--- config.mk ---
export PLATFORM = sky130hd
export DESIGN_NAME = mips_core
export DESIGN_NICKNAME = d
export VERILOG_FILES = /design/src/verilog/mips_pkg.sv /design/src/verilog/reg_read_if.sv /design/src/verilog/mips_core.sv /design/src/verilog/hazard_unit.sv /design/src/verilog/reg_file.sv /design/src/verilog/memory_stage.sv /design/src/verilog/execute_stage.sv /design/src/verilog/decode_stage.sv /design/src/verilog/fetch_stage.sv
export SDC_FILE = /design/constraint.sdc
export NUM_CORES = 2
export LEC_CHECK = 0
export ABC_AREA = 0
export BUFFER_PORTS_ARGS = -buffer_cell sky130_fd_sc_hd__buf_2
export CORE_MARGIN = 3
export CORE_UTILIZATION = 30
export CTS_CLUSTER_SIZE = 10
export DETAILED_ROUTE_END_ITERATION = 10
export GPL_TIMING_DRIVEN = 1
export PLACE_DENSITY = 0.45
export SLEW_MARGIN = 0
export SYNTH_ARGS = -nofsm -noshare
export SYNTH_HDL_FRONTEND = slang
export SYNTH_SLANG_ARGS = --single-unit
export TNS_END_PERCENT = 1
--- constraint.sdc ---
create_clock -name clk -period 18.6 [get_ports clk]
set_clock_uncertainty 0.1 [all_clocks]
set_input_delay 1.86 -clock clk [delete_from_list [all_inputs] [get_ports clk]]
set_output_delay 1.86 -clock clk [all_outputs]
set_load 0.005 [all_outputs]
--- src/verilog/mips_pkg.sv ---
package mips_pkg;

    typedef logic [31:0] word_t;
    typedef logic [31:0] addr_t;
    typedef logic [31:0] inst_t;
    typedef logic [4:0]  reg_addr_t;
    typedef logic [4:0]  shamt_t;

    typedef enum logic [3:0] {
        ALU_ADD,
        ALU_SUB,
        ALU_AND,
        ALU_OR,
        ALU_XOR,
        ALU_SLT,
        ALU_SLL,
        ALU_SRL,
        ALU_LUI
    } alu_op_e;

    localparam addr_t RESET_PC = 32'h0000_0000;

    // primary opcodes
    localparam logic [5:0] OP_SPECIAL = 6'h00;
    localparam logic [5:0] OP_BEQ     = 6'h04;
    localparam logic [5:0] OP_BNE     = 6'h05;
    localparam logic [5:0] OP_ADDIU   = 6'h09;
    localparam logic [5:0] OP_ANDI    = 6'h0c;
    localparam logic [5:0] OP_ORI     = 6'h0d;
    localparam logic [5:0] OP_LUI     = 6'h0f;
    localparam logic [5:0] OP_LW      = 6'h23;
    localparam logic [5:0] OP_SW      = 6'h2b;

    // function codes under OP_SPECIAL
    localparam logic [5:0] FUNCT_SLL  = 6'h00;
    localparam logic [5:0] FUNCT_SRL  = 6'h02;
    localparam logic [5:0] FUNCT_ADDU = 6'h21;
    localparam logic [5:0] FUNCT_SUBU = 6'h23;
    localparam logic [5:0] FUNCT_AND  = 6'h24;
    localparam logic [5:0] FUNCT_OR   = 6'h25;
    localparam logic [5:0] FUNCT_XOR  = 6'h26;
    localparam logic [5:0] FUNCT_SLT  = 6'h2a;

endpackage
--- src/verilog/reg_read_if.sv ---
`timescale 1ns/1ps

interface reg_read_if
    import mips_pkg::*;
();
    logic      en_1;
    reg_addr_t addr_1;
    word_t     data_1;
    logic      en_2;
    reg_addr_t addr_2;
    word_t     data_2;

    modport decode  (output en_1, addr_1, en_2, addr_2, input data_1, data_2);
    modport bypass  (input en_1, addr_1, en_2, addr_2, output data_1, data_2);
    modport storage (input en_1, addr_1, en_2, addr_2);
endinterface

--- src/verilog/mips_core.sv ---
`timescale 1ns/1ps

module mips_core import mips_pkg::*; (
    input  logic      clk,
    input  logic      reset_i,
    input  logic      stall_i,
    output addr_t     rom_addr_o,
    input  inst_t     rom_data_i,
    output logic      ram_en_o,
    output logic      ram_we_o,
    output addr_t     ram_addr_o,
    output word_t     ram_wdata_o,
    input  word_t     ram_rdata_i,
    output logic      debug_wb_en_o,
    output reg_addr_t debug_wb_addr_o,
    output word_t     debug_wb_data_o,
    output addr_t     debug_wb_pc_o
);
    inst_t     if_inst;
    addr_t     if_pc;
    logic      branch_taken;
    addr_t     branch_target;
    logic      load_stall;
    alu_op_e   id_alu_op;
    word_t     id_operand_a;
    word_t     id_operand_b;
    word_t     id_store_data;
    shamt_t    id_shamt;
    logic      id_is_load;
    logic      id_is_store;
    logic      id_wr_en;
    reg_addr_t id_wr_addr;
    addr_t     id_pc;
    word_t     ex_result;
    logic      ex_wr_en;
    reg_addr_t ex_wr_addr;
    logic      ex_is_load;
    word_t     mem_result;
    word_t     mem_store_data;
    logic      mem_is_load;
    logic      mem_is_store;
    logic      mem_wr_en;
    reg_addr_t mem_wr_addr;
    addr_t     mem_pc;
    word_t     rf_raw_data [2];

    reg_read_if u_reg_read_if ();

    fetch_stage u_fetch_stage (
        .clk             (clk),
        .reset_i         (reset_i),
        .stall_i         (stall_i),
        .hold_i          (load_stall),
        .branch_taken_i  (branch_taken),
        .branch_target_i (branch_target),
        .rom_addr_o      (rom_addr_o),
        .rom_data_i      (rom_data_i),
        .inst_o          (if_inst),
        .inst_pc_o       (if_pc)
    );

    decode_stage u_decode_stage (
        .clk             (clk),
        .reset_i         (reset_i),
        .stall_i         (stall_i),
        .load_stall_i    (load_stall),
        .inst_i          (if_inst),
        .inst_pc_i       (if_pc),
        .rd              (u_reg_read_if.decode),
        .branch_taken_o  (branch_taken),
        .branch_target_o (branch_target),
        .alu_op_o        (id_alu_op),
        .operand_a_o     (id_operand_a),
        .operand_b_o     (id_operand_b),
        .store_data_o    (id_store_data),
        .shamt_o         (id_shamt),
        .is_load_o       (id_is_load),
        .is_store_o      (id_is_store),
        .wr_en_o         (id_wr_en),
        .wr_addr_o       (id_wr_addr),
        .pc_o            (id_pc)
    );

    execute_stage u_execute_stage (
        .clk              (clk),
        .reset_i          (reset_i),
        .stall_i          (stall_i),
        .alu_op_i         (id_alu_op),
        .operand_a_i      (id_operand_a),
        .operand_b_i      (id_operand_b),
        .store_data_i     (id_store_data),
        .shamt_i          (id_shamt),
        .is_load_i        (id_is_load),
        .is_store_i       (id_is_store),
        .wr_en_i          (id_wr_en),
        .wr_addr_i        (id_wr_addr),
        .pc_i             (id_pc),
        .ex_result_o      (ex_result),
        .ex_wr_en_o       (ex_wr_en),
        .ex_wr_addr_o     (ex_wr_addr),
        .ex_is_load_o     (ex_is_load),
        .mem_result_o     (mem_result),
        .mem_store_data_o (mem_store_data),
        .mem_is_load_o    (mem_is_load),
        .mem_is_store_o   (mem_is_store),
        .mem_wr_en_o      (mem_wr_en),
        .mem_wr_addr_o    (mem_wr_addr),
        .mem_pc_o         (mem_pc)
    );

    // write-back results double as the debug port
    memory_stage u_memory_stage (
        .clk              (clk),
        .reset_i          (reset_i),
        .stall_i          (stall_i),
        .mem_result_i     (mem_result),
        .mem_store_data_i (mem_store_data),
        .mem_is_load_i    (mem_is_load),
        .mem_is_store_i   (mem_is_store),
        .mem_wr_en_i      (mem_wr_en),
        .mem_wr_addr_i    (mem_wr_addr),
        .mem_pc_i         (mem_pc),
        .ram_en_o         (ram_en_o),
        .ram_we_o         (ram_we_o),
        .ram_addr_o       (ram_addr_o),
        .ram_wdata_o      (ram_wdata_o),
        .ram_rdata_i      (ram_rdata_i),
        .wb_en_o          (debug_wb_en_o),
        .wb_addr_o        (debug_wb_addr_o),
        .wb_data_o        (debug_wb_data_o),
        .wb_pc_o          (debug_wb_pc_o)
    );

    reg_file u_reg_file (
        .clk        (clk),
        .reset_i    (reset_i),
        .rd         (u_reg_read_if.storage),
        .raw_data_o (rf_raw_data),
        .wb_en_i    (debug_wb_en_o),
        .wb_addr_i  (debug_wb_addr_o),
        .wb_data_i  (debug_wb_data_o)
    );

    hazard_unit u_hazard_unit (
        .rd            (u_reg_read_if.bypass),
        .raw_data_i    (rf_raw_data),
        .ex_result_i   (ex_result),
        .ex_wr_en_i    (ex_wr_en),
        .ex_wr_addr_i  (ex_wr_addr),
        .ex_is_load_i  (ex_is_load),
        .mem_result_i  (mem_result),
        .mem_wr_en_i   (mem_wr_en),
        .mem_wr_addr_i (mem_wr_addr),
        .mem_is_load_i (mem_is_load),
        .load_stall_o  (load_stall)
    );
endmodule

--- src/verilog/hazard_unit.sv ---
`timescale 1ns/1ps

module hazard_unit import mips_pkg::*; (
    reg_read_if.bypass rd,
    input  word_t      raw_data_i [2],
    input  word_t      ex_result_i,
    input  logic       ex_wr_en_i,
    input  reg_addr_t  ex_wr_addr_i,
    input  logic       ex_is_load_i,
    input  word_t      mem_result_i,
    input  logic       mem_wr_en_i,
    input  reg_addr_t  mem_wr_addr_i,
    input  logic       mem_is_load_i,
    output logic       load_stall_o
);
    logic [1:0] ex_hit;
    logic [1:0] mem_hit;

    function automatic logic hit(input logic en, input reg_addr_t addr,
                                 input logic wr_en, input reg_addr_t wr_addr);
        return en && addr != '0 && wr_en && wr_addr == addr;
    endfunction

    assign ex_hit[0]  = hit(rd.en_1, rd.addr_1, ex_wr_en_i, ex_wr_addr_i);
    assign ex_hit[1]  = hit(rd.en_2, rd.addr_2, ex_wr_en_i, ex_wr_addr_i);
    assign mem_hit[0] = hit(rd.en_1, rd.addr_1, mem_wr_en_i, mem_wr_addr_i);
    assign mem_hit[1] = hit(rd.en_2, rd.addr_2, mem_wr_en_i, mem_wr_addr_i);

    // execute first, then memory, then register file
    assign rd.data_1 = ex_hit[0] ? ex_result_i :
                       (mem_hit[0] && !mem_is_load_i) ? mem_result_i : raw_data_i[0];
    assign rd.data_2 = ex_hit[1] ? ex_result_i :
                       (mem_hit[1] && !mem_is_load_i) ? mem_result_i : raw_data_i[1];

    // load data is only usable once it sits in the write-back register
    assign load_stall_o = (ex_is_load_i && |ex_hit) || (mem_is_load_i && |mem_hit);
endmodule

--- src/verilog/reg_file.sv ---
`timescale 1ns/1ps

module reg_file import mips_pkg::*; (
    input  logic        clk,
    input  logic        reset_i,
    reg_read_if.storage rd,
    output word_t       raw_data_o [2],
    input  logic        wb_en_i,
    input  reg_addr_t   wb_addr_i,
    input  word_t       wb_data_i
);
    word_t regs [1:31];

    always_ff @(posedge clk) begin
        if (reset_i) begin
            for (int i = 1; i < 32; i++) begin
                regs[i] <= '0;
            end
        end else if (wb_en_i && wb_addr_i != '0) begin
            regs[wb_addr_i] <= wb_data_i;
        end
    end

    // write-through covers the write-back stage
    function automatic word_t read_port(input logic en, input reg_addr_t addr);
        word_t data;
        data = '0;
        if (en && addr != '0) begin
            data = (wb_en_i && wb_addr_i == addr) ? wb_data_i : regs[addr];
        end
        return data;
    endfunction

    assign raw_data_o[0] = read_port(rd.en_1, rd.addr_1);
    assign raw_data_o[1] = read_port(rd.en_2, rd.addr_2);
endmodule

--- src/verilog/memory_stage.sv ---
`timescale 1ns/1ps

module memory_stage import mips_pkg::*; (
    input  logic      clk,
    input  logic      reset_i,
    input  logic      stall_i,
    input  word_t     mem_result_i,
    input  word_t     mem_store_data_i,
    input  logic      mem_is_load_i,
    input  logic      mem_is_store_i,
    input  logic      mem_wr_en_i,
    input  reg_addr_t mem_wr_addr_i,
    input  addr_t     mem_pc_i,
    output logic      ram_en_o,
    output logic      ram_we_o,
    output addr_t     ram_addr_o,
    output word_t     ram_wdata_o,
    input  word_t     ram_rdata_i,
    output logic      wb_en_o,
    output reg_addr_t wb_addr_o,
    output word_t     wb_data_o,
    output addr_t     wb_pc_o
);
    logic  wb_wr_en_q;
    logic  wb_is_load_q;
    word_t wb_result_q;
    word_t wb_load_q;

    assign ram_en_o    = mem_is_load_i || mem_is_store_i;
    assign ram_we_o    = mem_is_store_i && !stall_i;
    assign ram_addr_o  = mem_result_i;
    assign ram_wdata_o = mem_store_data_i;

    always_ff @(posedge clk) begin
        if (reset_i) begin
            wb_wr_en_q   <= 1'b0;
            wb_is_load_q <= 1'b0;
        end else if (!stall_i) begin
            wb_wr_en_q   <= mem_wr_en_i;
            wb_is_load_q <= mem_is_load_i;
        end
    end

    always_ff @(posedge clk) begin
        if (!stall_i) begin
            wb_result_q <= mem_result_i;
            wb_load_q   <= ram_rdata_i;
            wb_addr_o   <= mem_wr_addr_i;
            wb_pc_o     <= mem_pc_i;
        end
    end

    // held instruction retires once, r0 never written
    assign wb_en_o   = wb_wr_en_q && !stall_i && (wb_addr_o != '0);
    assign wb_data_o = wb_is_load_q ? wb_load_q : wb_result_q;
endmodule

--- src/verilog/execute_stage.sv ---
`timescale 1ns/1ps

module execute_stage import mips_pkg::*; (
    input  logic      clk,
    input  logic      reset_i,
    input  logic      stall_i,
    input  alu_op_e   alu_op_i,
    input  word_t     operand_a_i,
    input  word_t     operand_b_i,
    input  word_t     store_data_i,
    input  shamt_t    shamt_i,
    input  logic      is_load_i,
    input  logic      is_store_i,
    input  logic      wr_en_i,
    input  reg_addr_t wr_addr_i,
    input  addr_t     pc_i,
    output word_t     ex_result_o,
    output logic      ex_wr_en_o,
    output reg_addr_t ex_wr_addr_o,
    output logic      ex_is_load_o,
    output word_t     mem_result_o,
    output word_t     mem_store_data_o,
    output logic      mem_is_load_o,
    output logic      mem_is_store_o,
    output logic      mem_wr_en_o,
    output reg_addr_t mem_wr_addr_o,
    output addr_t     mem_pc_o
);
    // also the load/store address
    always_comb begin
        case (alu_op_i)
            ALU_ADD: ex_result_o = operand_a_i + operand_b_i;
            ALU_SUB: ex_result_o = operand_a_i - operand_b_i;
            ALU_AND: ex_result_o = operand_a_i & operand_b_i;
            ALU_OR:  ex_result_o = operand_a_i | operand_b_i;
            ALU_XOR: ex_result_o = operand_a_i ^ operand_b_i;
            ALU_SLT: ex_result_o = {31'b0, $signed(operand_a_i) < $signed(operand_b_i)};
            ALU_SLL: ex_result_o = operand_b_i << shamt_i;
            ALU_SRL: ex_result_o = operand_b_i >> shamt_i;
            ALU_LUI: ex_result_o = operand_b_i;
            default: ex_result_o = '0;
        endcase
    end

    assign ex_wr_en_o   = wr_en_i;
    assign ex_wr_addr_o = wr_addr_i;
    assign ex_is_load_o = is_load_i;

    always_ff @(posedge clk) begin
        if (reset_i) begin
            mem_is_load_o  <= 1'b0;
            mem_is_store_o <= 1'b0;
            mem_wr_en_o    <= 1'b0;
        end else if (!stall_i) begin
            mem_is_load_o  <= is_load_i;
            mem_is_store_o <= is_store_i;
            mem_wr_en_o    <= wr_en_i;
        end
    end

    always_ff @(posedge clk) begin
        if (!stall_i) begin
            mem_result_o     <= ex_result_o;
            mem_store_data_o <= store_data_i;
            mem_wr_addr_o    <= wr_addr_i;
            mem_pc_o         <= pc_i;
        end
    end
endmodule

--- src/verilog/decode_stage.sv ---
`timescale 1ns/1ps

module decode_stage import mips_pkg::*; (
    input  logic       clk,
    input  logic       reset_i,
    input  logic       stall_i,
    input  logic       load_stall_i,
    input  inst_t      inst_i,
    input  addr_t      inst_pc_i,
    reg_read_if.decode rd,
    output logic       branch_taken_o,
    output addr_t      branch_target_o,
    output alu_op_e    alu_op_o,
    output word_t      operand_a_o,
    output word_t      operand_b_o,
    output word_t      store_data_o,
    output shamt_t     shamt_o,
    output logic       is_load_o,
    output logic       is_store_o,
    output logic       wr_en_o,
    output reg_addr_t  wr_addr_o,
    output addr_t      pc_o
);
    logic [5:0] opcode;
    logic [5:0] funct;
    word_t      imm_sext;
    alu_op_e    alu_op;
    word_t      imm;
    logic       use_imm;
    logic       is_load;
    logic       is_store;
    logic       wr_en;
    reg_addr_t  wr_addr;

    assign opcode    = inst_i[31:26];
    assign funct     = inst_i[5:0];
    assign imm_sext  = {{16{inst_i[15]}}, inst_i[15:0]};
    assign rd.addr_1 = inst_i[25:21];
    assign rd.addr_2 = inst_i[20:16];

    always_comb begin
        alu_op   = ALU_ADD;
        imm      = imm_sext;
        use_imm  = 1'b0;
        rd.en_1  = 1'b0;
        rd.en_2  = 1'b0;
        is_load  = 1'b0;
        is_store = 1'b0;
        wr_en    = 1'b0;
        wr_addr  = inst_i[20:16];
        case (opcode)
            OP_SPECIAL: begin
                rd.en_1 = 1'b1;
                rd.en_2 = 1'b1;
                wr_en   = 1'b1;
                wr_addr = inst_i[15:11];
                case (funct)
                    FUNCT_ADDU: alu_op = ALU_ADD;
                    FUNCT_SUBU: alu_op = ALU_SUB;
                    FUNCT_AND:  alu_op = ALU_AND;
                    FUNCT_OR:   alu_op = ALU_OR;
                    FUNCT_XOR:  alu_op = ALU_XOR;
                    FUNCT_SLT:  alu_op = ALU_SLT;
                    FUNCT_SLL:  alu_op = ALU_SLL;
                    FUNCT_SRL:  alu_op = ALU_SRL;
                    default: begin
                        rd.en_2 = 1'b0;
                        wr_en   = 1'b0;
                    end
                endcase
                // shifts take only rt
                if (!rd.en_2 || alu_op == ALU_SLL || alu_op == ALU_SRL) begin
                    rd.en_1 = 1'b0;
                end
            end
            OP_ADDIU, OP_LW: begin
                rd.en_1 = 1'b1;
                use_imm = 1'b1;
                wr_en   = 1'b1;
                is_load = (opcode == OP_LW);
            end
            OP_ANDI, OP_ORI: begin
                rd.en_1 = 1'b1;
                use_imm = 1'b1;
                wr_en   = 1'b1;
                imm     = {16'h0000, inst_i[15:0]};
                alu_op  = (opcode == OP_ANDI) ? ALU_AND : ALU_OR;
            end
            OP_LUI: begin
                use_imm = 1'b1;
                wr_en   = 1'b1;
                imm     = {inst_i[15:0], 16'h0000};
                alu_op  = ALU_LUI;
            end
            OP_SW: begin
                rd.en_1  = 1'b1;
                rd.en_2  = 1'b1;
                use_imm  = 1'b1;
                is_store = 1'b1;
            end
            OP_BEQ, OP_BNE: begin
                rd.en_1 = 1'b1;
                rd.en_2 = 1'b1;
            end
            default: ;
        endcase
    end

    // resolved on forwarded operands, one delay slot
    assign branch_taken_o = (opcode == OP_BEQ && rd.data_1 == rd.data_2) ||
                            (opcode == OP_BNE && rd.data_1 != rd.data_2);
    assign branch_target_o = inst_pc_i + 32'd4 + {imm_sext[29:0], 2'b00};

    always_ff @(posedge clk) begin
        if (reset_i) begin
            is_load_o  <= 1'b0;
            is_store_o <= 1'b0;
            wr_en_o    <= 1'b0;
        end else if (!stall_i) begin
            // bubble on load-use
            is_load_o  <= is_load && !load_stall_i;
            is_store_o <= is_store && !load_stall_i;
            wr_en_o    <= wr_en && !load_stall_i;
        end
    end

    always_ff @(posedge clk) begin
        if (!stall_i) begin
            alu_op_o     <= alu_op;
            operand_a_o  <= rd.data_1;
            operand_b_o  <= use_imm ? imm : rd.data_2;
            store_data_o <= rd.data_2;
            shamt_o      <= inst_i[10:6];
            wr_addr_o    <= wr_addr;
            pc_o         <= inst_pc_i;
        end
    end
endmodule

--- src/verilog/fetch_stage.sv ---
`timescale 1ns/1ps

module fetch_stage import mips_pkg::*; (
    input  logic  clk,
    input  logic  reset_i,
    input  logic  stall_i,
    input  logic  hold_i,
    input  logic  branch_taken_i,
    input  addr_t branch_target_i,
    output addr_t rom_addr_o,
    input  inst_t rom_data_i,
    output inst_t inst_o,
    output addr_t inst_pc_o
);
    addr_t pc_q;

    assign rom_addr_o = pc_q;

    // an all-zero word decodes as sll r0, so reset leaves a no-op
    always_ff @(posedge clk) begin
        if (reset_i) begin
            pc_q   <= RESET_PC;
            inst_o <= '0;
        end else if (!(stall_i || hold_i)) begin
            pc_q   <= branch_taken_i ? branch_target_i : pc_q + 32'd4;
            inst_o <= rom_data_i;
        end
    end

    always_ff @(posedge clk) begin
        if (!(stall_i || hold_i)) begin
            inst_pc_o <= pc_q;
        end
    end
endmodule

### Word level (Yosys, flattened, before mapping)

Memory sizes are Yosys's and may differ from the RTL's. A register that Yosys moved wholly into a read port is not among the register bits.
Index checks and enable logic that the tools add are counted.

* $add $sub $neg: 5
* order comparisons: 1
* equal/unequal tests: 33
* shifts and indexed selects: 2
* mux-type cells: 39
* bitwise logic cells: 3
* reduce and logical (&&, ||, !) cells: 51

Operators with widths (count)
* 32-bit 2-to-1 mux: 12
* 32-bit case mux with 9 select lines: 1
* 32-bit by 3-bit adder with 32-bit output, second input constant: 2
* 32-bit adder: 2
* 32-bit case mux with 2 select lines: 1
* 6-bit equality test, second input constant: 8
* 32-bit AND: 1
* 32-bit equality test: 1
* 32-bit < comparator: 1
* 32-bit inequality test: 1
* 32-bit bitwise OR: 1
* 32-bit OR reduction: 1
* 32-bit by 5-bit << shifter with 32-bit output: 1
* 32-bit by 5-bit right shift with 32-bit output: 1
* 32-bit subtractor: 1
* 32-bit bitwise XOR: 1
* 5-bit equality test: 6
* 5-bit 2-to-1 mux: 6
* 1-bit logical AND: 25
* 4-bit by 3-bit equality test with 1-bit output, second input constant: 6
* 6-bit by 4-bit equality test with 1-bit output, second input constant: 4
* 3-bit case mux with 7 select lines: 1
* 5-bit nonzero test: 3
* 1-bit 2-to-1 mux: 13
* other kinds (18): 34

* register bits after elaboration: 448
* bits in writable memories: 992
* input bits: 67
* output and inout bits: 168
* word-level logic and storage cells: 161
* memories: 1

Memories
* u_reg_file.regs: depth 31, bits a word 32, read ports 2, clocked after memory_dff 2, write ports 31, RTL line reg_file.sv:12 `word_t regs [1:31];`

### Longest topological paths before layout

* depth in word-level cells: 19
* mapped depth: 24
* depth with buffers taken out: 21

### By module

A second synthesis with hierarchy kept.

* cell total of the unflattened synthesis: 6730
* area total of the unflattened synthesis: 84372.2 um^2

Modules (own cells, without submodules)
* reg_file: instances 1, cells each 3821, area an instance 55121.6 um^2, sequential area each 30749.5 um^2
* execute_stage: instances 1, cells each 1353, area an instance 11523.6 um^2, sequential area each 3093.0 um^2
* decode_stage: instances 1, cells each 639, area an instance 7734.9 um^2, sequential area each 4324.1 um^2
* fetch_stage: instances 1, cells each 452, area an instance 4119.0 um^2, sequential area each 2242.2 um^2
* memory_stage: instances 1, cells each 212, area an instance 4012.6 um^2, sequential area each 3072.9 um^2
* hazard_unit: instances 1, cells each 253, area an instance 1860.5 um^2, sequential area each 0.0 um^2

### Worst setup path after synthesis

No wires, ideal clock.

* path type: input to register
* start point: input stall_i
* end point: register u_fetch_stage.inst_pc_o[0], enable pin
* library setup time: 0.409 ns
* arrival: 11.367 ns
* required time: 18.091 ns
* path slack: 6.724 ns
* stages on the path: 6
* path buffers: 3
* cells stage by stage: clkbuf_1 > inv_1 > nand2_1 > clkinv_1 > clkbuf_1 > clkbuf_1

* cells in the longest elaborated chain, start to end: 1

Ends and longest elaborated chain
* from (decl): RTL line mips_core.sv:6 `input logic stall_i,`
* 1-bit logical OR: RTL line fetch_stage.sv:31 `if (!(stall_i || hold_i)) begin`
* to (signal assigned): RTL line fetch_stage.sv:32 `inst_pc_o <= pc_q;`
* to (decl): RTL line fetch_stage.sv:13 `output addr_t inst_pc_o`

No other way between the ends.
A chain may end at the register's enable or synchronous reset.

==> results by group <==
Status
  • Outcome: finished, violations left
  • Failing checks: capacitance limit, slew limit

Synth
  • Area leader, netlist: edfxtp_1
  • Yosys warns: 0
  • Async S/R FF share, synth: 0
  • Top_reg_cell synth: edfxtp_1
  • Distinct cells, synth: 113
  • Number of flops mapped to enable cells by yosys: 1400
  • Synthesized area per cell: 12.1 um^2
  • Yosys reg bits: 1482
  • Area fraction of the dominant cell type after synthesis: 0.499
  • Mapped cell area: 84200 um^2
  • Synth top area cells: edfxtp_1 50%, mux4_2 14%, nor2_1 5.8%
  • Syn Inst Count: between 6000 and 7000
  • Sequential share of the synthesized area: 0.519

Power
  • Comb power frac: 0.166
  • Internal power: between 6 and 7 mW
  • Clock Power Share: 0.378
  • VDD IR max: 0.102 mV
  • Sequential share of power: 0.456
  • LEAKAGE: between 30 and 40 nW
  • Power Density: just over 90 nW/um^2
  • P_sw: around 2.6 mW
  • Sw frac: 0.301

Routing
  • DRT Pass-1 Iters: 8
  • Final WL: between 300 and 400 mm
  • Via count: 65881
  • Antenna Nets Post-Route: 0
  • Detailed Route Iter0 Violations: roughly 9500
  • Via density: 6.08
  • DR WL/cell: 36.8 um
  • Drt drc: 0

Layout
  • Biggest register: u_reg_file.regs
  • Max reg flops: 1024
  • Syn-to-layout area delta: 13.0%
  • # nets final: 7227
  • Commonest cells after routing, fill and taps aside: 1400 x edfxtp_1, 1290 x nor2_1, 522 x mux4_2
  • Share of post-route cells with drive strength above 1: 0.204
  • Most common cell after layout, fill and taps aside: edfxtp_1

Die
  • Die Wd: 536 um
  • Chip height: 536 um
  • Ports: roughly 240
  • FP Rows: 193
  • Die area: 287000 um^2
  • Initial Utilization: 0.303
  • Core area: 278000 um^2

Clock network
  • CTS tree: done
  • Root buf cell: clkbuf_16
  • Clk buf depth: 3
  • H-tree Lvls: 4
  • Clk_lat worst skew: 0.90 ns
  • Post-CTS Repair Setup Buffers: 0
  • Clock sinks: 1482
  • Post-CTS sizing: 0
  • Clk slew on worst S/H paths: 0.06 ns
  • CTS hold repair buffers: 0
  • Num CTS Buffers: roughly 180

STA
  • Final Worst Setup Slack: approximately 9.7 ns
  • Setup-failing EPs final: 0
  • Achievable Freq: 0.112 GHz
  • Relative slew slack: -0.00756
  • Final Cycle Share: 0.480
  • Setup TNS Final: 0 ns
  • Hold Vio Cnt, Final: 0
  • Count of pins over their slew limit: 3
  • Slew @ Worst Pin: around 1.5 ns
  • Crit path time final: about 8.9 ns
  • Unrepaired setup endpoints after global routing: false

GRT
  • Vias in the first global route: 63466
  • Global Route Usage Sum: 0.270
  • Gr ovfl total: 0
  • Antenna violations before repair: 26
  • Largest net degree at the start of global routing: 104
  • Global-route wire length before repair: around 540 mm

Worst setup path
  • Setup CP Type: flip-flop to flip-flop
  • CP endpoint kind: flip-flop
  • Startpoint Class: flip-flop
  • CP required: 19.27 ns
  • Crit Path Max Fanout: 73
  • Worst EP arrival: 9.58 ns

Min path
  • Worst hold path class: flip-flop to flip-flop

Placed design
  • # port buffers: 234
  • Gp weighted congestion: 0.949
  • Dpl ws: 9.71 ns
  • DPL Wire Length: 258 mm

Flow run
  • Max-cap violation count: 1
[path summary, 6_finish.rpt]
path         cells after the start  slack [ns]                                         to                                   start
max                             20        9.68  u_fetch_stage.rom_addr_o[15]$_SDFFE_PP0N_                               flip-flop
min                              0        0.30       u_memory_stage.wb_pc_o[12]$_DFFE_PN_  u_execute_stage.mem_pc_o[12]$_DFFE_PN_
max reg2reg                     20        9.68  u_fetch_stage.rom_addr_o[15]$_SDFFE_PP0N_                               flip-flop
min reg2reg                      0        0.30       u_memory_stage.wb_pc_o[12]$_DFFE_PN_  u_execute_stage.mem_pc_o[12]$_DFFE_PN_
[through the flow]
stage / std cells / instance area, um^2 / total power, mW / util / hold WS (ns)
floorplan: 6970 / 84300 / 4.79 / - / 0.300
global placement: 10526 / 89800 / 5.45 / 0.323 / 0.302
detailed placement: 10527 / 89800 / 5.45 / 0.323 / 0.305
CTS: 10817 / 95100 / 8.74 / 0.342 / 0.291
global route: 10819 / 95100 / 8.96 / 0.342 / 0.298
finish: 10829 / 95100 / 8.72 / 0.342 / 0.295
[kinds of logic after synthesis]
| group | share of synthesized area |
|---|---|
| simple gates | 0.122 |
| flops | 0.519 |
| compound gates | 0.0987 |
| mux | 0.184 |
| buf+inv | 0.0419 |
| fa+ha+maj | 0.0237 |
| xor+xnor | 0.0105 |
| other cells | 0.0000445 |
[power groups by stage]
stage	sequential, mW	clock (mW)	combinational, mW
after floorplan	3.94	0	0.844
after global placement	4.04	0	1.41
after detailed placement	4.04	0	1.41
after CTS	3.97	3.35	1.42
after global routing	3.98	3.48	1.50
final	3.98	3.30	1.45
[synth_stat cells (all sizes together), types with 14 or more instances]
cell type,n
a311oi,14
nor3,90
a211oi,68
edfxtp,1400
and3,49
or2,18
nor4,35
inv,167
o311ai,25
o221ai,24
clkbuf,401
a32oi,22
and2,21
or4,18
a41oi,22
or3,30
o21a,17
a2111oi,31
a221oi,24
o31ai,22
mux2i,310
dfxtp,82
o22ai,56
nor2b,58
nand2,418
xnor2,68
a211o,24
a21oi,259
nor2,1296
nand3,123
nand2b,80
a22o,22
a21o,33
o2111ai,18
mux4,522
buf,219
ha,154
a31oi,37
o211ai,56
mux2,51
nor3b,22
a22oi,124
o21ai,175
nand4,44
xor2,33
[per-layer routing]
layer	global-route usage	wire length (um)
met2	0.428	182000
met5	0	119
met1	0.345	153000
met4	0.152	26900
met3	0.0537	36100
[final cells by class]
type / instances / area (um^2)
Sequential cell: 1482 / 43700
Clock buffer: 240 / 4770
Tap cell: 3705 / 4640
Multi-Input combinational cell: 4697 / 37800
Fill cell: 27351 / 183000
Inverter: 171 / 652
Clock inverter: 50 / 524
Antenna cell: 12 / 30.0
Timing Repair Buffer: 472 / 3040
[worst max-delay path, cell delays in order (launching register included)]
cell	delay (ns)
dfxtp_4	0.82
buf_12	0.55
buf_4	0.76
buf_4	0.83
mux4_2	0.59
a22oi_1	0.26
nand2_1	0.17
a21oi_1	0.58
nand2_1	0.16
a32oi_1	0.51
nor2_1	0.10
a21oi_1	0.14
mux2i_1	0.10
nor4b_1	0.61
nand4_1	0.22
a2111oi_2	0.41
nand3_2	0.31
mux2i_4	0.30
buf_4	0.27
or4b_2	0.68
o311ai_1	0.10
Power figures use the tool's default switching activity.
